**src/amo_status_regs.sv**
```systemverilog
// Conflict counter and sticky flag for DMA hits on an in-flight atomic operation.
// The counter saturates. A clear strobe wins over a new conflict in the same cycle.
`default_nettype none
`timescale 1ns/10ps

module amo_status_regs #(
  parameter int unsigned CountWidth = 8
) (
  input  logic                  clk_i,
  input  logic                  rst_n_i,
  input  logic                  conflict_i,
  input  logic                  clear_i,
  output logic [CountWidth-1:0] count_o,
  output logic                  flag_o
);

  logic [CountWidth-1:0] count_q;
  logic                  flag_q;
  logic                  at_max;

  assign at_max = &count_q;

  always_ff @(posedge clk_i) begin
    if (!rst_n_i || clear_i) begin
      count_q <= '0;
      flag_q  <= 1'b0;
    end else if (conflict_i) begin
      // Hold at the top instead of wrapping.
      if (!at_max) count_q <= count_q + 1'b1;
      flag_q <= 1'b1;
    end
  end

  assign count_o = count_q;
  assign flag_o  = flag_q;

  // Without a clear the count only moves up.
  assert property (@(posedge clk_i) disable iff (!rst_n_i)
    !clear_i |=> count_q >= $past(count_q));

endmodule

`default_nettype wire

```
**config.mk**
```make
export PLATFORM = sky130hd
export DESIGN_NAME = amo_status_regs
export DESIGN_NICKNAME = d
export VERILOG_FILES = /design/src/amo_status_regs.sv
export SDC_FILE = /design/constraint.sdc
export NUM_CORES = 1
export LEC_CHECK = 0
export BUFFER_PORTS_ARGS = -buffer_cell sky130_fd_sc_hd__buf_2
export CORE_AREA = 3 3 40 42
export CTS_BUF_LIST = sky130_fd_sc_hd__clkbuf_4 sky130_fd_sc_hd__clkbuf_8
export DETAILED_ROUTE_END_ITERATION = 10
export DIE_AREA = 0 0 43 45
export GPL_TIMING_DRIVEN = 0
export PLACE_DENSITY = 0.64
export SLEW_MARGIN = 15
export SYNTH_ARGS = -nofsm -noshare
export SYNTH_HDL_FRONTEND = slang
export SYNTH_SLANG_ARGS = --single-unit
```
**constraint.sdc**
```tcl
create_clock -name clk_i -period 1.99 [get_ports clk_i]
set_input_delay 0.2985 -clock clk_i [delete_from_list [all_inputs] [get_ports clk_i]]
set_output_delay 0.2985 -clock clk_i [all_outputs]
set_load 0.02 [all_outputs]
```
==> metrics.cfg <==
[sta]
final-setup-viol-count=0
worstMarginPinSlew_ns=0.299
finalClockSkew_ns=0.00634
rsz0062_at_grt=false
layout_min_cycle_time_ns=1.34
count_of_endpoints_failing_hold_in_the_final_timing_report=0
slew-limit-headroom_pct=80.1
fin_setup_tns_ns=0
fmax_ghz=0.746
slew_viol_final=0
share_of_the_clock_period_used_by_the_worst_path_pct=67.4
finalWorstSetupSlack_ns=0.650

[die]
placeableCoreArea_um2=1280
die_w_um=43
floorplan.initialDensity_pct=33.5
die_height_um=45
row_count=13
die_area_um2=1940
io-pin-count=13

[synthesis]
synth_top_family_by_area=simple AND/OR/NAND/NOR gates
synth_cell_types=21
post_synth_mux_area_share_pct=4.65
synth-adder-area-share_pct=2.91
top_cells_by_count_synth=dfxtp_1 (9), nand2_1 (5), a21oi_1 (4)
synth_compound_gate_area_share_pct=20.9
synth_xor_xnor_area_share_pct=0
postSynthNetCount=51
ys_ff_latch=9
synth_cells=46
synth-seq-area-share_pct=41.9
synth_enable_flop_cells=0
avgSynthCellArea_um2=9.36
synthDominantCellAreaShare_pct=41.9
synth-simple-area-share_pct=29.7
synth_area_leaders=dfxtp_1 (42%), a211oi_1 (5.2%), a21oi_1 (4.7%), mux2i_1 (4.7%), a31oi_1 (4.4%)
synthArstFlopShare_pct=0
postSynth.topFlopCell=dfxtp_1
synth.cell_area_um2=430
cell_type_with_the_largest_total_area_after_synthesis=dfxtp_1
yosysMostFrequentCell=dfxtp_1
yosysWarningCount=0

[flow_run]
maxCapViolCount=0

[cts]
cts_resized=0
hold_buffers=0
clock-root-buffer=clkbuf_4
cts-root-to-sink-buffers=2
cts.htree.levels=1
clkTransAtPathRegs_ns=0.06
numClockSinks=9
worstSkewPairLatency_ns=0.26
cts-buffers-inserted=3
number_of_setup_buffers_added_after_cts=0
tritoncts=yes

[placement]
dp.final_hpwl_um=679
placedCellCount=73
port_buffers=12
placement.cell_area_um2=509
pre_cts_slack_ns=0.660
globalplace.congestion=0.729

[drt]
dr_total_vias=415
wl_per_cell_um=11.7
pre_antenna_drt_iters=4
post_drt_via_cell_ratio=5.39
totalWireLength_um=902
detail-route-antenna-nets=0
drc_violation_total_after_the_first_tritonroute_iteration=5
drc_errors=0

[cells_and_area]
fill_count=138
net_total_in_the_final_layout=68
post_layout_nonfiller_instances=77
area_overhead_of_the_layout_relative_to_synthesis_pct=25.3
drive_gt1_share_pct=32.3
antennaDiodeCount=0
final_area_um2=539

[critical_path]
worst_setup_path_end_kind=flop
ff2ff_path_depth=4
dominant_delay_contributor_by_cell_family_on_the_critical_path=simple AND/OR/NAND/NOR gates
worstPathBufferInverterCount=0
rr_endpoint=count_o[5]
timing.critical_path.arrival_ns=1.48
critical-path-slowest-cell=dfxtp_1
cp_max_fo=6
rr_startpoint=count_o[0]
worst_r2r_setup_slack_ns=0.65
cell_breakdown_of_the_critical_path=ha_1 -> and4_4 -> nor4b_1 -> nor3_1
cp_data_required_time_ns=2.13
critPathKind=reg -> reg
crit_path_max_incr_delay_ns=0.35
worst_setup_path_start_kind=flop

[pwr]
vdd_ir_drop_max_v=0.000270
post-layout-total-power_uw=363
static-leakage-power_uw=0.000219
power_per_cell_area_nw_per_um2=672

[global_routing]
globalRouteTotalUtil_pct=10.8
maximum_number_of_pins_on_one_net_before_global_route_repair=10
first_global_vias=346
grt-ovfl-total=0
antenna_found_initial=0
global_route_wire_length_before_repair_um=1520

[min_path]
timing.hold.worst_path_depth=3
min_path_type=in -> reg
hold_path_startpoint=conflict_i
whs_endpoint=flag_o

[run_status]
result_of_the_run=finished clean

==> metal layers <==
layer / global-route usage (%) / wire, um
met1: 12.6 / 412
met2: 15.9 / 404
met3: 2.39 / 42
met4: 10.8 / 42
met5: 0 / 0
==> worst max-delay path by stage <==
stage	start	endpoint	slack (ns)	depth (start not counted)
CTS	count_o[0]	count_o[5]	0.64	4
global route	count_o[0]	count_o[5]	0.55	4
floorplan	count_o[0]	count_o[4]	0.65	4
finish	count_o[0]	count_o[5]	0.65	4
global placement	count_o[0]	count_o[5]	0.67	4
detailed placement	count_o[0]	count_o[5]	0.66	4
==> report_power, final <==
part | total (uW) | internal, uW | switching [uW]
combinational | 20.6 | 8.54 | 12.0
clock | 157 | 91.0 | 66.4
sequential | 185 | 182 | 2.10
==> through the flow <==
step	util, %	hold WS [ns]
finish	42.0	0.324
global route	42.0	0.348
CTS	42.0	0.319
detailed placement	39.6	0.458
global placement	39.6	0.448
floorplan	-	0.414
==> flip-flops by register name, indices dropped and copies added (netlist names) <==
| register | count |
|---|---|
| count_o | 8 |
| flag_o | 1 |
==> worst reg2reg max path, cell delays in order, from the launching register on <==
cell	delay, ns
dfxtp_1	0.35
ha_1	0.26
and4_4	0.23
nor4b_1	0.30
nor3_1	0.09
==> cells in the final DEF, fill, tap and decap left out, drive strengths merged <==
master	netlist	layout
a211oi	4	4
nor4b	1	1
a31oi	3	3
o21ai	1	1
dfxtp	9	9
ha	1	1
mux2i	2	2
nand2	5	5
nand4	3	3
nand2b	2	2
buf	0	12
nor3	2	2
nor2	2	2
nor3b	1	1
clkbuf	0	4
and3	2	2
a21boi	1	1
nor2b	1	1
a21oi	4	4
and4	2	2
==> area by class of cell <==
cell class                 count  area (um2)  share of cell area, %
sequential                     9         180                   33.4
timing repair buffer          12        60.1                   11.1
tap                           15        18.8                   3.48
clock buffer                   4        30.0                   5.57
multi-input combinational     37         250                   46.4
==> cells by family (layout without fill, tap and decap cells) <==
group	count (synthesis)	in the layout
AOI/OAI and AO/OA	13	13
buffers and inverters	0	16
adders and majority gates	1	1
DFF	9	9
muxes	2	2
and+or+nand+nor	21	21
(Power assumes the default switching activity.)
