**src/amo_pkg.sv**
```systemverilog
// Atomic memory operation encoding in the RISC-V A-extension style.
// LR and SC are handled by the reservation logic and are not read-modify-write.
`default_nettype none

package amo_pkg;

  // Operation carried with every request. Plain loads and stores use AmoNone.
  typedef enum logic [3:0] {
    AmoNone,
    AmoSwap,
    AmoAdd,
    AmoAnd,
    AmoOr,
    AmoXor,
    AmoMax,
    AmoMaxu,
    AmoMin,
    AmoMinu,
    AmoLr,
    AmoSc
  } amo_op_e;

  // True for operations that need the read, compute and write-back sequence.
  function automatic logic is_rmw(amo_op_e op);
    return !(op inside {AmoNone, AmoLr, AmoSc});
  endfunction

endpackage

`default_nettype wire

```
**src/tcdm_pkg.sv**
```systemverilog
// Memory-side defaults shared by the bank, the atomic shim and the top level.
// Addresses are word addresses. The data width must be 32 or 64 bits.
`default_nettype none

package tcdm_pkg;

  // Word address width of one bank.
  localparam int unsigned DefaultAddrWidth = 10;

  // Bank word width, 32 or 64.
  localparam int unsigned DefaultDataWidth = 64;

  // Width of the id that a requesting core presents.
  localparam int unsigned DefaultCoreIdWidth = 2;

endpackage

`default_nettype wire
```
**src/amo_alu.sv**
```systemverilog
// Purely combinational 32-bit ALU for atomic operations.
// Non read-modify-write operations produce zero.
`default_nettype none
`timescale 1ns/10ps

module amo_alu (
  input  amo_pkg::amo_op_e amo_op_i,
  input  logic [31:0]      operand_a_i,
  input  logic [31:0]      operand_b_i,
  output logic [31:0]      result_o
);

  import amo_pkg::*;

  logic        is_signed;
  logic        is_sub;
  logic [32:0] adder_a;
  logic [32:0] adder_b;
  logic [32:0] adder_sum;
  logic        a_less_b;

  // --------------------------------------------------
  // Shared adder
  // --------------------------------------------------
  // Signed compares sign extend, unsigned compares zero extend.
  assign is_signed = (amo_op_i == AmoMax) || (amo_op_i == AmoMin);
  assign is_sub    = (amo_op_i inside {AmoMax, AmoMaxu, AmoMin, AmoMinu});

  assign adder_a = {is_signed & operand_a_i[31], operand_a_i};
  // Subtraction as inverted operand plus carry in.
  assign adder_b = is_sub ? ~{is_signed & operand_b_i[31], operand_b_i}
                          :  {is_signed & operand_b_i[31], operand_b_i};

  assign adder_sum = adder_a + adder_b + {32'h0, is_sub};
  // The 33-bit difference cannot overflow, so its sign bit is the compare.
  assign a_less_b  = adder_sum[32];

  // --------------------------------------------------
  // Result select
  // --------------------------------------------------
  always_comb begin
    unique case (amo_op_i)
      AmoSwap: result_o = operand_b_i;
      AmoAdd:  result_o = adder_sum[31:0];
      AmoAnd:  result_o = operand_a_i & operand_b_i;
      AmoOr:   result_o = operand_a_i | operand_b_i;
      AmoXor:  result_o = operand_a_i ^ operand_b_i;
      AmoMax, AmoMaxu: result_o = a_less_b ? operand_b_i : operand_a_i;
      AmoMin, AmoMinu: result_o = a_less_b ? operand_a_i : operand_b_i;
      default: result_o = 32'h0;
    endcase
  end

endmodule

`default_nettype wire

```
**src/amo_reservation.sv**
```systemverilog
// LR/SC reservation tracker, one reservation per bank at word granularity.
// Only accepted requests (req_fire_i) update the reservation.
`default_nettype none
`timescale 1ns/10ps

module amo_reservation #(
  parameter int unsigned AddrWidth   = tcdm_pkg::DefaultAddrWidth,
  parameter int unsigned CoreIdWidth = tcdm_pkg::DefaultCoreIdWidth
) (
  input  logic                   clk_i,
  input  logic                   rst_n_i,
  input  logic                   req_fire_i,
  input  logic                   dma_access_i,
  input  logic                   is_core_i,
  input  logic [CoreIdWidth-1:0] core_id_i,
  input  logic [AddrWidth-1:0]   addr_i,
  input  amo_pkg::amo_op_e       amo_i,
  input  logic                   write_i,
  output logic                   sc_success_o
);

  import amo_pkg::*;

  logic                   res_valid_q;
  logic                   res_valid_d;
  logic [AddrWidth-1:0]   res_addr_q;
  logic [CoreIdWidth-1:0] res_core_q;

  logic set_res;
  logic kill_res;
  logic sc_owner;
  logic foreign;
  logic modifies;

  always_comb begin
    // Any store or read-modify-write changes the word.
    modifies = write_i | is_rmw(amo_i);
    // Other cores, the DMA and non-core masters count as foreign.
    foreign  = !is_core_i || dma_access_i || (core_id_i != res_core_q);

    // A held reservation is only replaced by its owner, which avoids live-lock.
    set_res  = req_fire_i && (amo_i == AmoLr) &&
               (!res_valid_q || (res_core_q == core_id_i));
    kill_res = req_fire_i && res_valid_q && foreign && modifies &&
               (addr_i == res_addr_q);
    // Any SC by the owner ends the reservation, matching address or not.
    sc_owner = req_fire_i && res_valid_q && (amo_i == AmoSc) &&
               (res_core_q == core_id_i);

    sc_success_o = sc_owner && (addr_i == res_addr_q);

    res_valid_d = res_valid_q;
    if (set_res) res_valid_d = 1'b1;
    if (kill_res || sc_owner) res_valid_d = 1'b0;
  end

  always_ff @(posedge clk_i) begin
    if (!rst_n_i) begin
      res_valid_q <= 1'b0;
    end else begin
      res_valid_q <= res_valid_d;
    end
  end

  // Address and owner are only meaningful while the valid bit is set.
  always_ff @(posedge clk_i) begin
    if (set_res) begin
      res_addr_q <= addr_i;
      res_core_q <= core_id_i;
    end
  end

endmodule

`default_nettype wire

```
**src/amo_shim.sv**
```systemverilog
// Atomic shim in front of one bank. DMA requests always win the bank port.
// Atomic operations work on one 32-bit lane chosen by wstrb_i; DataWidth is 32 or 64.
// Software must keep DMA away from words under an atomic operation.
`default_nettype none
`timescale 1ns/10ps

module amo_shim #(
  parameter int unsigned AddrWidth   = tcdm_pkg::DefaultAddrWidth,
  parameter int unsigned DataWidth   = tcdm_pkg::DefaultDataWidth,
  parameter int unsigned CoreIdWidth = tcdm_pkg::DefaultCoreIdWidth
) (
  input  logic                   clk_i,
  input  logic                   rst_n_i,
  input  logic                   valid_i,
  input  logic                   dma_access_i,
  input  logic [AddrWidth-1:0]   addr_i,
  input  amo_pkg::amo_op_e       amo_i,
  input  logic                   write_i,
  input  logic [DataWidth-1:0]   wdata_i,
  input  logic [DataWidth/8-1:0] wstrb_i,
  input  logic [CoreIdWidth-1:0] core_id_i,
  input  logic                   is_core_i,
  output logic                   ready_o,
  output logic [DataWidth-1:0]   rdata_o,
  output logic                   mem_req_o,
  output logic [AddrWidth-1:0]   mem_addr_o,
  output logic                   mem_wen_o,
  output logic [DataWidth-1:0]   mem_wdata_o,
  output logic [DataWidth/8-1:0] mem_be_o,
  input  logic [DataWidth-1:0]   mem_rdata_i,
  output logic                   amo_conflict_o
);

  import amo_pkg::*;

  localparam int unsigned StrbWidth = DataWidth / 8;

  typedef enum logic [1:0] {
    StIdle,
    StCompute,
    StWriteBack
  } state_e;

  state_e               state_q;
  state_e               state_d;
  amo_op_e              amo_op_q;
  logic [AddrWidth-1:0] addr_q;
  logic                 idx_d;
  logic                 idx_q;
  logic [31:0]          operand_a;
  logic [31:0]          operand_b_q;
  logic [31:0]          amo_result;
  logic [31:0]          amo_result_q;
  logic                 req_fire;
  logic                 load_amo;
  logic                 sc_success;
  logic                 sc_success_q;
  logic                 sc_q;

  // Core side of the bank port, before the DMA override.
  logic                 core_ready;
  logic                 core_req;
  logic [AddrWidth-1:0] core_addr;
  logic                 core_wen;
  logic [DataWidth-1:0] core_wdata;
  logic [StrbWidth-1:0] core_be;

  // --------------------------------------------------
  // DMA priority multiplexer
  // --------------------------------------------------
  always_comb begin
    if (dma_access_i) begin
      ready_o     = 1'b1;
      mem_req_o   = valid_i;
      mem_addr_o  = addr_i;
      mem_wen_o   = write_i;
      mem_wdata_o = wdata_i;
      mem_be_o    = wstrb_i;
    end else begin
      ready_o     = core_ready;
      mem_req_o   = core_req;
      mem_addr_o  = core_addr;
      mem_wen_o   = core_wen;
      mem_wdata_o = core_wdata;
      mem_be_o    = core_be;
    end
  end

  assign req_fire = valid_i & ready_o;
  assign load_amo = req_fire & ~dma_access_i & is_rmw(amo_i);

  // The upper strobe half selects the upper lane of a 64-bit word.
  assign idx_d     = (DataWidth == 64) ? wstrb_i[StrbWidth/2] : 1'b0;
  assign operand_a = mem_rdata_i[32*idx_q +: 32];

  // SC replaces the bank data with 0 on success, 1 on failure, per lane.
  assign rdata_o = sc_q ? {(DataWidth / 32){{31'h0, ~sc_success_q}}} : mem_rdata_i;

  assign amo_conflict_o = valid_i & dma_access_i & (state_q != StIdle) &
                          (addr_i == addr_q);

  // --------------------------------------------------
  // Atomic sequencer
  // --------------------------------------------------
  always_comb begin
    // Plain pass-through, SC stores only on success.
    core_ready = 1'b1;
    core_req   = valid_i;
    core_addr  = addr_i;
    core_wen   = write_i | sc_success;
    core_wdata = wdata_i;
    core_be    = wstrb_i;
    state_d    = state_q;

    unique case (state_q)
      StIdle: begin
        // Old value is read in the accepting cycle.
        if (load_amo) state_d = StCompute;
      end
      StCompute: begin
        core_ready = 1'b0;
        core_req   = 1'b0;
        state_d    = StWriteBack;
      end
      StWriteBack: begin
        core_ready = 1'b0;
        core_req   = 1'b1;
        core_addr  = addr_q;
        core_wen   = 1'b1;
        core_wdata = '0;
        core_wdata[32*idx_q +: 32] = amo_result_q;
        core_be    = '0;
        core_be[4*idx_q +: 4] = 4'hf;
        // Write-back retires in the first cycle the DMA leaves the port.
        if (!dma_access_i) state_d = StIdle;
      end
      default: state_d = StIdle;
    endcase
  end

  always_ff @(posedge clk_i) begin
    if (!rst_n_i) begin
      state_q      <= StIdle;
      sc_q         <= 1'b0;
      sc_success_q <= 1'b0;
    end else begin
      state_q      <= state_d;
      sc_q         <= req_fire & (amo_i == AmoSc);
      sc_success_q <= sc_success;
    end
  end

  // Operation context captured on acceptance.
  always_ff @(posedge clk_i) begin
    if (load_amo) begin
      amo_op_q    <= amo_i;
      addr_q      <= addr_i;
      idx_q       <= idx_d;
      operand_b_q <= wdata_i[32*idx_d +: 32];
    end
    if (state_q == StCompute) begin
      amo_result_q <= amo_result;
    end
  end

  amo_alu u_alu (
    .amo_op_i    (amo_op_q),
    .operand_a_i (operand_a),
    .operand_b_i (operand_b_q),
    .result_o    (amo_result)
  );

  amo_reservation #(
    .AddrWidth   (AddrWidth),
    .CoreIdWidth (CoreIdWidth)
  ) u_reservation (
    .clk_i        (clk_i),
    .rst_n_i      (rst_n_i),
    .req_fire_i   (req_fire),
    .dma_access_i (dma_access_i),
    .is_core_i    (is_core_i),
    .core_id_i    (core_id_i),
    .addr_i       (addr_i),
    .amo_i        (amo_i),
    .write_i      (write_i),
    .sc_success_o (sc_success)
  );

  // --------------------------------------------------
  // Assertions
  // --------------------------------------------------
  // Request-side rules the masters must follow.
  assert property (@(posedge clk_i) disable iff (!rst_n_i)
    valid_i && dma_access_i |-> amo_i == AmoNone);
  assert property (@(posedge clk_i) disable iff (!rst_n_i)
    valid_i && (amo_i != AmoNone) |-> !write_i);
  assert property (@(posedge clk_i) disable iff (!rst_n_i)
    valid_i && is_rmw(amo_i) |-> wstrb_i[4*idx_d +: 4] == 4'hf);
  assert property (@(posedge clk_i)
    (DataWidth == 32) || (DataWidth == 64));

endmodule

`default_nettype wire

```
**config.mk**
```make
export PLATFORM = sky130hd
export DESIGN_NAME = amo_shim
export DESIGN_NICKNAME = d
export VERILOG_FILES = /design/src/amo_pkg.sv /design/src/tcdm_pkg.sv /design/src/amo_alu.sv /design/src/amo_reservation.sv /design/src/amo_shim.sv
export SDC_FILE = /design/constraint.sdc
export NUM_CORES = 1
export LEC_CHECK = 0
export BUFFER_PORTS_ARGS = -buffer_cell sky130_fd_sc_hd__buf_4
export CAP_MARGIN = 20
export CORE_MARGIN = 1.5
export CORE_UTILIZATION = 29
export CTS_BUF_LIST = sky130_fd_sc_hd__clkbuf_4 sky130_fd_sc_hd__clkbuf_8
export DETAILED_ROUTE_END_ITERATION = 10
export GPL_TIMING_DRIVEN = 0
export PLACE_DENSITY = 0.56
export SLEW_MARGIN = 10
export SYNTH_ARGS = -nofsm -noshare
export SYNTH_HDL_FRONTEND = slang
export SYNTH_SLANG_ARGS = --single-unit
```
**constraint.sdc**
```tcl
create_clock -name clk_i -period 9.75 [get_ports clk_i]
set_clock_uncertainty 0.2 [all_clocks]
set_input_delay 0.4875 -clock clk_i [delete_from_list [all_inputs] [get_ports clk_i]]
set_output_delay 0.4875 -clock clk_i [all_outputs]
set_load 0.02 [all_outputs]
```
==> results of run 1 <==
==> final timing paths <==
| check | to | slack [ns] | cells after the start |
|---|---|---|---|
| setup / recovery | amo_result_q[29]$_DFFE_PN_ | 4.02 | 14 |
| hold / removal | u_reservation.res_core_q[1]$_DFFE_PP_ | 0.08 | 1 |
| setup reg to reg | amo_result_q[29]$_DFFE_PN_ | 4.02 | 14 |
| hold reg to reg | state_q[1]$_SDFFE_PN0P_ | 0.39 | 2 |
==> metal layers <==
metal / track usage, % / share of wire, % / wire [microns] / vias to the layer above
met2: 34.1 / 46 / 17400 / 375
met5: 0 / 0 / 0 / -
li1: - / - / - / 4775
met1: 29.1 / 46 / 17500 / 4704
met4: 4.91 / 2.0 / 761 / 0
met3: 2.89 / 6.5 / 2460 / 43
==> cells by family (layout without fill, tap and decap cells) <==
| family | after synthesis | count (layout) | share of synthesized area, % |
|---|---|---|---|
| flops | 96 | 96 | 28.4 |
| fa+ha+maj | 101 | 101 | 12.8 |
| simple gates | 340 | 340 | 17.0 |
| compound gates | 302 | 302 | 19.4 |
| mux | 79 | 79 | 9.09 |
| xor+xnor | 80 | 80 | 7.03 |
| buf+inv | 156 | 487 | 6.24 |
==> power by group through the flow <==
stage | registers (W) | logic [W] | clock network [W]
floorplan | 0.000596 | 0.000615 | 0
global placement | 0.000619 | 0.000936 | 0
global route | 0.000614 | 0.00107 | 0.000328
CTS | 0.000605 | 0.000972 | 0.000312
finish | 0.000606 | 0.000971 | 0.000308
detailed placement | 0.000612 | 0.000963 | 0
==> registers in the layout, summed over array words and instances (netlist names) <==
signal / count
state_q: 2
addr_q: 10
u_reservation.res_valid_q: 1
idx_q: 1
u_reservation.res_core_q: 2
operand_b_q: 32
amo_op_q: 4
sc_q: 1
sc_success_q: 1
u_reservation.res_addr_q: 10
amo_result_q: 32
==> per-stage QoR <==
| step | util, % | setup WS [ns] | std cells |
|---|---|---|---|
| after floorplan | - | 4.03 | 1154 |
| after global placement | 38.1 | 1.42 | 1909 |
| after detailed placement | 38.3 | 4.06 | 1916 |
| after CTS | 39.0 | 4.02 | 1932 |
| after global routing | 39.0 | 3.76 | 1933 |
| final | 39.0 | 4.02 | 1933 |
==> layout by cell type (no fill, tap or decap), drive strengths merged, types with 8 or more instances in the layout <==
cell    count
buf       329
nand2     149
o21ai     129
ha        100
edfxtp     91
inv        86
mux2       72
clkbuf     68
nor2b      66
xnor2      56
a21oi      50
nand2b     40
a22oi      25
xor2       24
nor2       20
a221o      19
nand3      14
o211ai     12
a221oi     11
o221ai      9
nand4       9
nor3        9
a21o        8
==> area by class of cell <==
cell class	count	area, sq um
Sequential cell	96	2830
Clock buffer	9	124
Tap cell	448	561
Clock inverter	7	103
Timing Repair Buffer	315	2400
Fill cell	3450	20500
Inverter	83	312
Multi-Input combinational cell	902	6520
Buffer	73	310
==> worst register-to-register path: stages (launching register included) <==
cell	delay, ns
edfxtp_1	0.38
buf_2	0.37
buf_1	0.85
mux2_2	0.49
ha_1	0.37
o21ai_0	0.29
a21oi_1	0.13
o21ai_0	0.52
o31ai_1	0.25
or4_1	0.51
and3_4	0.21
mux2i_4	0.24
buf_4	0.24
a221oi_1	0.25
nand3_1	0.17
==> results.sh, run 1 <==
export IMPL_startpoint_type="flip-flop"
export IMPL_vias=9897
export IMPL_hold_path_startpoint="core_id_i[1]"
export IMPL_cp_required_ns=9.66
export IMPL_postRouteAntennaNets=0
export IMPL_die_w_microns=188
export IMPL_synthArstFlopShare_pct=0
export IMPL_synth_seq_area_share_pct=28.4
export IMPL_synth_seq_cells=96
export IMPL_slew_violations=0
export IMPL_place_area_sq_um=12900
export IMPL_crit_buf_inv=3
export IMPL_synth_top_cells_by_count="nand2_1 (149), o21ai_0 (126), ha_1 (100)"
export IMPL_grt_max_degree=18
export IMPL_ios=308
export IMPL_synthTopCellsByArea="edfxtp_1 (27%), ha_1 (13%), mux2_2 (8.1%)"
export IMPL_rows=67
export IMPL_p_comb_share_pct=51.5
export IMPL_die_area_sq_um=35500
export IMPL_grt_first_pass_wirelength_microns=56800
export IMPL_fp_dieH_microns=188
export IMPL_ir_drop_uv=91.3
export IMPL_whs_ns=0.0841
export IMPL_first_global_vias=9618
export IMPL_cp_cell_sequence="buf_2 > buf_1 > mux2_2 > ha_1 > o21ai_0 > a21oi_1 > o21ai_0 > o31ai_1 > or4_1 > and3_4 > mux2i_4 > buf_4 > a221oi_1 > nand3_1"
export IMPL_setup_tns_final_ns=0
export IMPL_dp_hpwl_microns=29500
export IMPL_grt_overflow_total=0
export IMPL_cts_setup_buffers=0
export IMPL_cts_made_buffers=9
export IMPL_netlist_area_sq_um=9960
export IMPL_start_util_pct=29.6
export IMPL_power_density_nw_per_um2=143
export IMPL_synthCells=1154
export IMPL_synth_top_area_share_pct=27.4
export IMPL_hold_path_class="primary input to flip-flop"
export IMPL_synth_most_common_cell="nand2_1"
export IMPL_critPathKind="flip-flop to flip-flop"
export IMPL_tightest_slew_ns=1.07
export IMPL_cpLargestDelayFamily="buffers and inverters"
export IMPL_stdcell_area_sq_um=13200
export IMPL_cts_resized=0
export IMPL_critPathMaxStageDelay_ns=0.83
export IMPL_gp_congestion=0.907
export IMPL_syn_area_per_cell_sq_um=8.63
export IMPL_viasPerCell=5.12
export IMPL_dr_pass1_iters=5
export IMPL_p_switching_w=0.000780
export IMPL_seqPwrFrac_pct=32.1
export IMPL_drt_iter0_markers=659
export IMPL_yosysUniqueCellTypes=58
export IMPL_setup_viol=0
export IMPL_drt_total_wl_microns=38200
export IMPL_ctsHoldBuffers=0
export IMPL_rr_startpoint="idx_q$_DFFE_PP_"
export IMPL_setup_worst_path_start="idx_q$_DFFE_PP_"
export IMPL_drive_gt1_share_pct=28.8
export IMPL_outcome="finished clean"
export IMPL_relSlewSlack_pct=28.9
export IMPL_cp_arrival_ns=5.65
export IMPL_synth_edf_count=91
export IMPL_clk_pin_slew_ns=0.11
export IMPL_drcViolationCount=0
export IMPL_synth_flop_cell="edfxtp_1"
export IMPL_portBuffers=307
export IMPL_nets=1739
export IMPL_finalCritPeriodShare_pct=58.8
export IMPL_diodes=0
export IMPL_ys_warn_count=0
export IMPL_pwr_share_clk_pct=16.3
export IMPL_path_max_fanout=10
export IMPL_clockBufferDepth=2
export IMPL_crit_slowest_cell="buf_1"
export IMPL_area_growth_pct=32.1
export IMPL_clock_sinks=96
export IMPL_p_total_w=0.00188
export IMPL_track_usage_pct=20.9
export IMPL_clk_latency_ns=0.39
export IMPL_cts_tree="built"
export IMPL_core_sq_um=33700
export IMPL_drv_cap=0
export IMPL_synth_fp_nets=1413
export IMPL_netSwitchingFraction_pct=41.4
export IMPL_leakage_nw=5.77
export IMPL_h_tree_depth=3
export IMPL_end_kind="flip-flop"
export IMPL_antenna_found_initial=0
export IMPL_cts_root_buf="clkbuf_8"
export IMPL_p_int_w=0.00110
export IMPL_fmax_mhz=174
export IMPL_grt_setup_unrepaired="no"
export IMPL_avgRoutedWirePerCell_microns=19.7
export IMPL_finalHoldViolCount=0
export IMPL_synth_top_area_cell="edfxtp_1"
export IMPL_period_minus_slack_ns=5.73
export IMPL_worst_path_most_repeated_cell="o21ai_0"
Power figures use the tool's default switching activity.
==> run 2, diff against run 1 <==
==> constraint.sdc (replaced) <==
create_clock -name clk_i -period 5.9 [get_ports clk_i]
set_clock_uncertainty 0.2 [all_clocks]
set_input_delay 0.295 -clock clk_i [delete_from_list [all_inputs] [get_ports clk_i]]
set_output_delay 0.295 -clock clk_i [all_outputs]
set_load 0.02 [all_outputs]
==> run 2 against run 1 <==
Effect of this change:
- first-iteration DRC count up 7.0%
- largest cell class unchanged
- clock power grew 65%
- count of clock-buffer cells in the layout did not move
- non-clock buffer count rose by 21
- sequential share of layout area down 0.34 points
- power increased by 66%
- cell count grew 1.1%
- maximum frequency rose by 3.4%
- sequential cell count unchanged
- final area increased by 1.6%
- wire length rose by 0.30%
- register-to-register slack got worse by 3.7 ns
==> results.sh, run 2 (same netlist as run 1, synthesis figures left out) <==
export IMPL_outcome="finished clean"
export IMPL_cts_root_buf="clkbuf_8"
export IMPL_nets=1760
export IMPL_p_switching_w=0.00129
export IMPL_largest_registers="amo_result_q: 32 flops, operand_b_q: 32 flops"
export IMPL_critPathKind="flip-flop to flip-flop"
export IMPL_period_minus_slack_ns=5.55
export IMPL_core_sq_um=33700
export IMPL_setup_tns_final_ns=0
export IMPL_cp_arrival_ns=5.46
export IMPL_relSlewSlack_pct=36.4
export IMPL_cp_required_ns=5.82
export IMPL_setup_ws_ns=0.355
export IMPL_layout_commonest_cell="buf_4"
export IMPL_drive_gt1_share_pct=28.6
export IMPL_power_density_nw_per_um2=234
export IMPL_diodes=0
export IMPL_slew_violations=0
export IMPL_critPathMaxStageDelay_ns=0.51
export IMPL_crit_slowest_cell="edfxtp_1"
export IMPL_dr_pass1_iters=5
export IMPL_ir_drop_uv=149
export IMPL_clockBufferDepth=2
export IMPL_drv_cap=0
export IMPL_pwr_share_clk_pct=16.2
export IMPL_antenna_found_initial=0
export IMPL_grt_max_degree=18
export IMPL_multi_input_area_sq_um=6520
export IMPL_end_kind="flip-flop"
export IMPL_dp_slack_ns=0.206
export IMPL_portBuffers=307
export IMPL_ios=308
export IMPL_startpoint_type="flip-flop"
export IMPL_path_max_fanout=10
export IMPL_setup_viol=0
export IMPL_grt_setup_unrepaired="no"
export IMPL_first_global_vias=9693
export IMPL_die_area_sq_um=35500
export IMPL_netSwitchingFraction_pct=41.3
export IMPL_grt_first_pass_wirelength_microns=57100
export IMPL_fill_cells=3429
export IMPL_finalHoldViolCount=0
export IMPL_final_cell_mix="buf_4 (315), nand2_1 (149), o21ai_0 (126)"
export IMPL_drcViolationCount=0
export IMPL_place_area_sq_um=12900
export IMPL_drt_total_wl_microns=38300
export IMPL_p_int_w=0.00183
export IMPL_start_util_pct=29.6
export IMPL_gp_congestion=0.907
export IMPL_post_place_cells=1916
export IMPL_cts_tree="built"
export IMPL_hold_path_class="primary input to flip-flop"
export IMPL_h_tree_depth=3
export IMPL_fmax_mhz=180
export IMPL_clk_latency_ns=0.40
export IMPL_finalCritPeriodShare_pct=94.0
export IMPL_stdcell_area_sq_um=13400
export IMPL_vias=9950
export IMPL_p_comb_share_pct=51.8
export IMPL_area_growth_pct=34.2
export IMPL_cts_made_buffers=9
export IMPL_regArea_sq_um=2830
export IMPL_tightest_slew_ns=0.953
export IMPL_grt_overflow_total=0
export IMPL_cp_cell_sequence="or3b_4 > and2_1 > buf_2 > clkbuf_1 > xnor2_1 > ha_1 > a2111o_1 > o21ai_0 > o31ai_1 > or4_1 > and3_4 > mux2i_4 > buf_4 > a221oi_1 > nand3_1"
export IMPL_crit_buf_inv=3
export IMPL_postRouteAntennaNets=0
export IMPL_cpLargestDelayFamily="simple AND/OR/NAND/NOR gates"
export IMPL_dp_hpwl_microns=29500
export IMPL_clk_pin_slew_ns=0.10
export IMPL_leakage_nw=5.87
export IMPL_die_w_microns=188
export IMPL_rows=67
export IMPL_cts_setup_buffers=0
export IMPL_fp_dieH_microns=188
export IMPL_finalNonFillerCells=1954
export IMPL_avgRoutedWirePerCell_microns=19.6
export IMPL_clock_sinks=96
export IMPL_viasPerCell=5.09
export IMPL_seqPwrFrac_pct=32.0
export IMPL_track_usage_pct=20.9
export IMPL_drt_iter0_markers=705
==> run 2: changes by cell type in the layout (fill, tap and decap cells not counted) <==
cell | previous run | this run
clkbuf_2 | 2 | 4
buf_1 | 5 | 3
dlygate4sd3_1 | 0 | 21
==> run 2: power by group through the flow <==
stage               clock [W]  combinational [W]  sequential, W
floorplan                   0            0.00102       0.000984
global placement            0            0.00155        0.00102
detailed placement          0            0.00159        0.00101
CTS                  0.000515            0.00162       0.000999
global route         0.000542            0.00177        0.00101
finish               0.000507            0.00162        0.00100
==> run 2: path summary, 6_finish.rpt <==
| path | startpoint | to | slack [ns] | cells past startpoint |
|---|---|---|---|---|
| min | wdata_i[43] | operand_b_q[11]$_DFFE_PP_ | 0.01 | 2 |
| max reg2reg | amo_op_q[1]$_DFFE_PP_ | amo_result_q[29]$_DFFE_PN_ | 0.35 | 15 |
| max | amo_op_q[1]$_DFFE_PP_ | amo_result_q[29]$_DFFE_PN_ | 0.35 | 15 |
| min reg2reg | state_q[1]$_SDFFE_PN0P_ | state_q[1]$_SDFFE_PN0P_ | 0.39 | 2 |
==> run 2: layout make-up <==
cell class / instances / area share, %
multi-input combinational: 902 / 48.8
sequential: 96 / 21.2
timing repair buffer: 336 / 19.5
tap: 448 / 4.19
buffer: 73 / 2.34
inverter: 83 / 2.33
clock buffer: 9 / 0.926
clock inverter: 7 / 0.767
==> run 2: stage by stage <==
stage | utilization [%] | hold slack [ns] | total power [W]
final | 39.7 | 0.0137 | 0.00313
after global routing | 39.7 | 0.00374 | 0.00333
after CTS | 39.5 | 0.00178 | 0.00313
after detailed placement | 38.3 | 0.293 | 0.00260
after global placement | 38.1 | 0.293 | 0.00257
after floorplan | - | 0.194 | 0.00200
==> run 2: repair_timing <==
item	CTS	global route
endpoints found under the hold margin	32	2
resized for setup	0	4
hold buffers	18	3
endpoints found under the setup margin	0	6
==> run 2: per-layer routing <==
metal	vias up	global-route usage [%]	wire, microns
met5	-	0	0
li1	4809	-	-
met4	0	4.88	720
met1	4743	29.1	17600
met3	39	2.87	2300
met2	359	34.3	17600
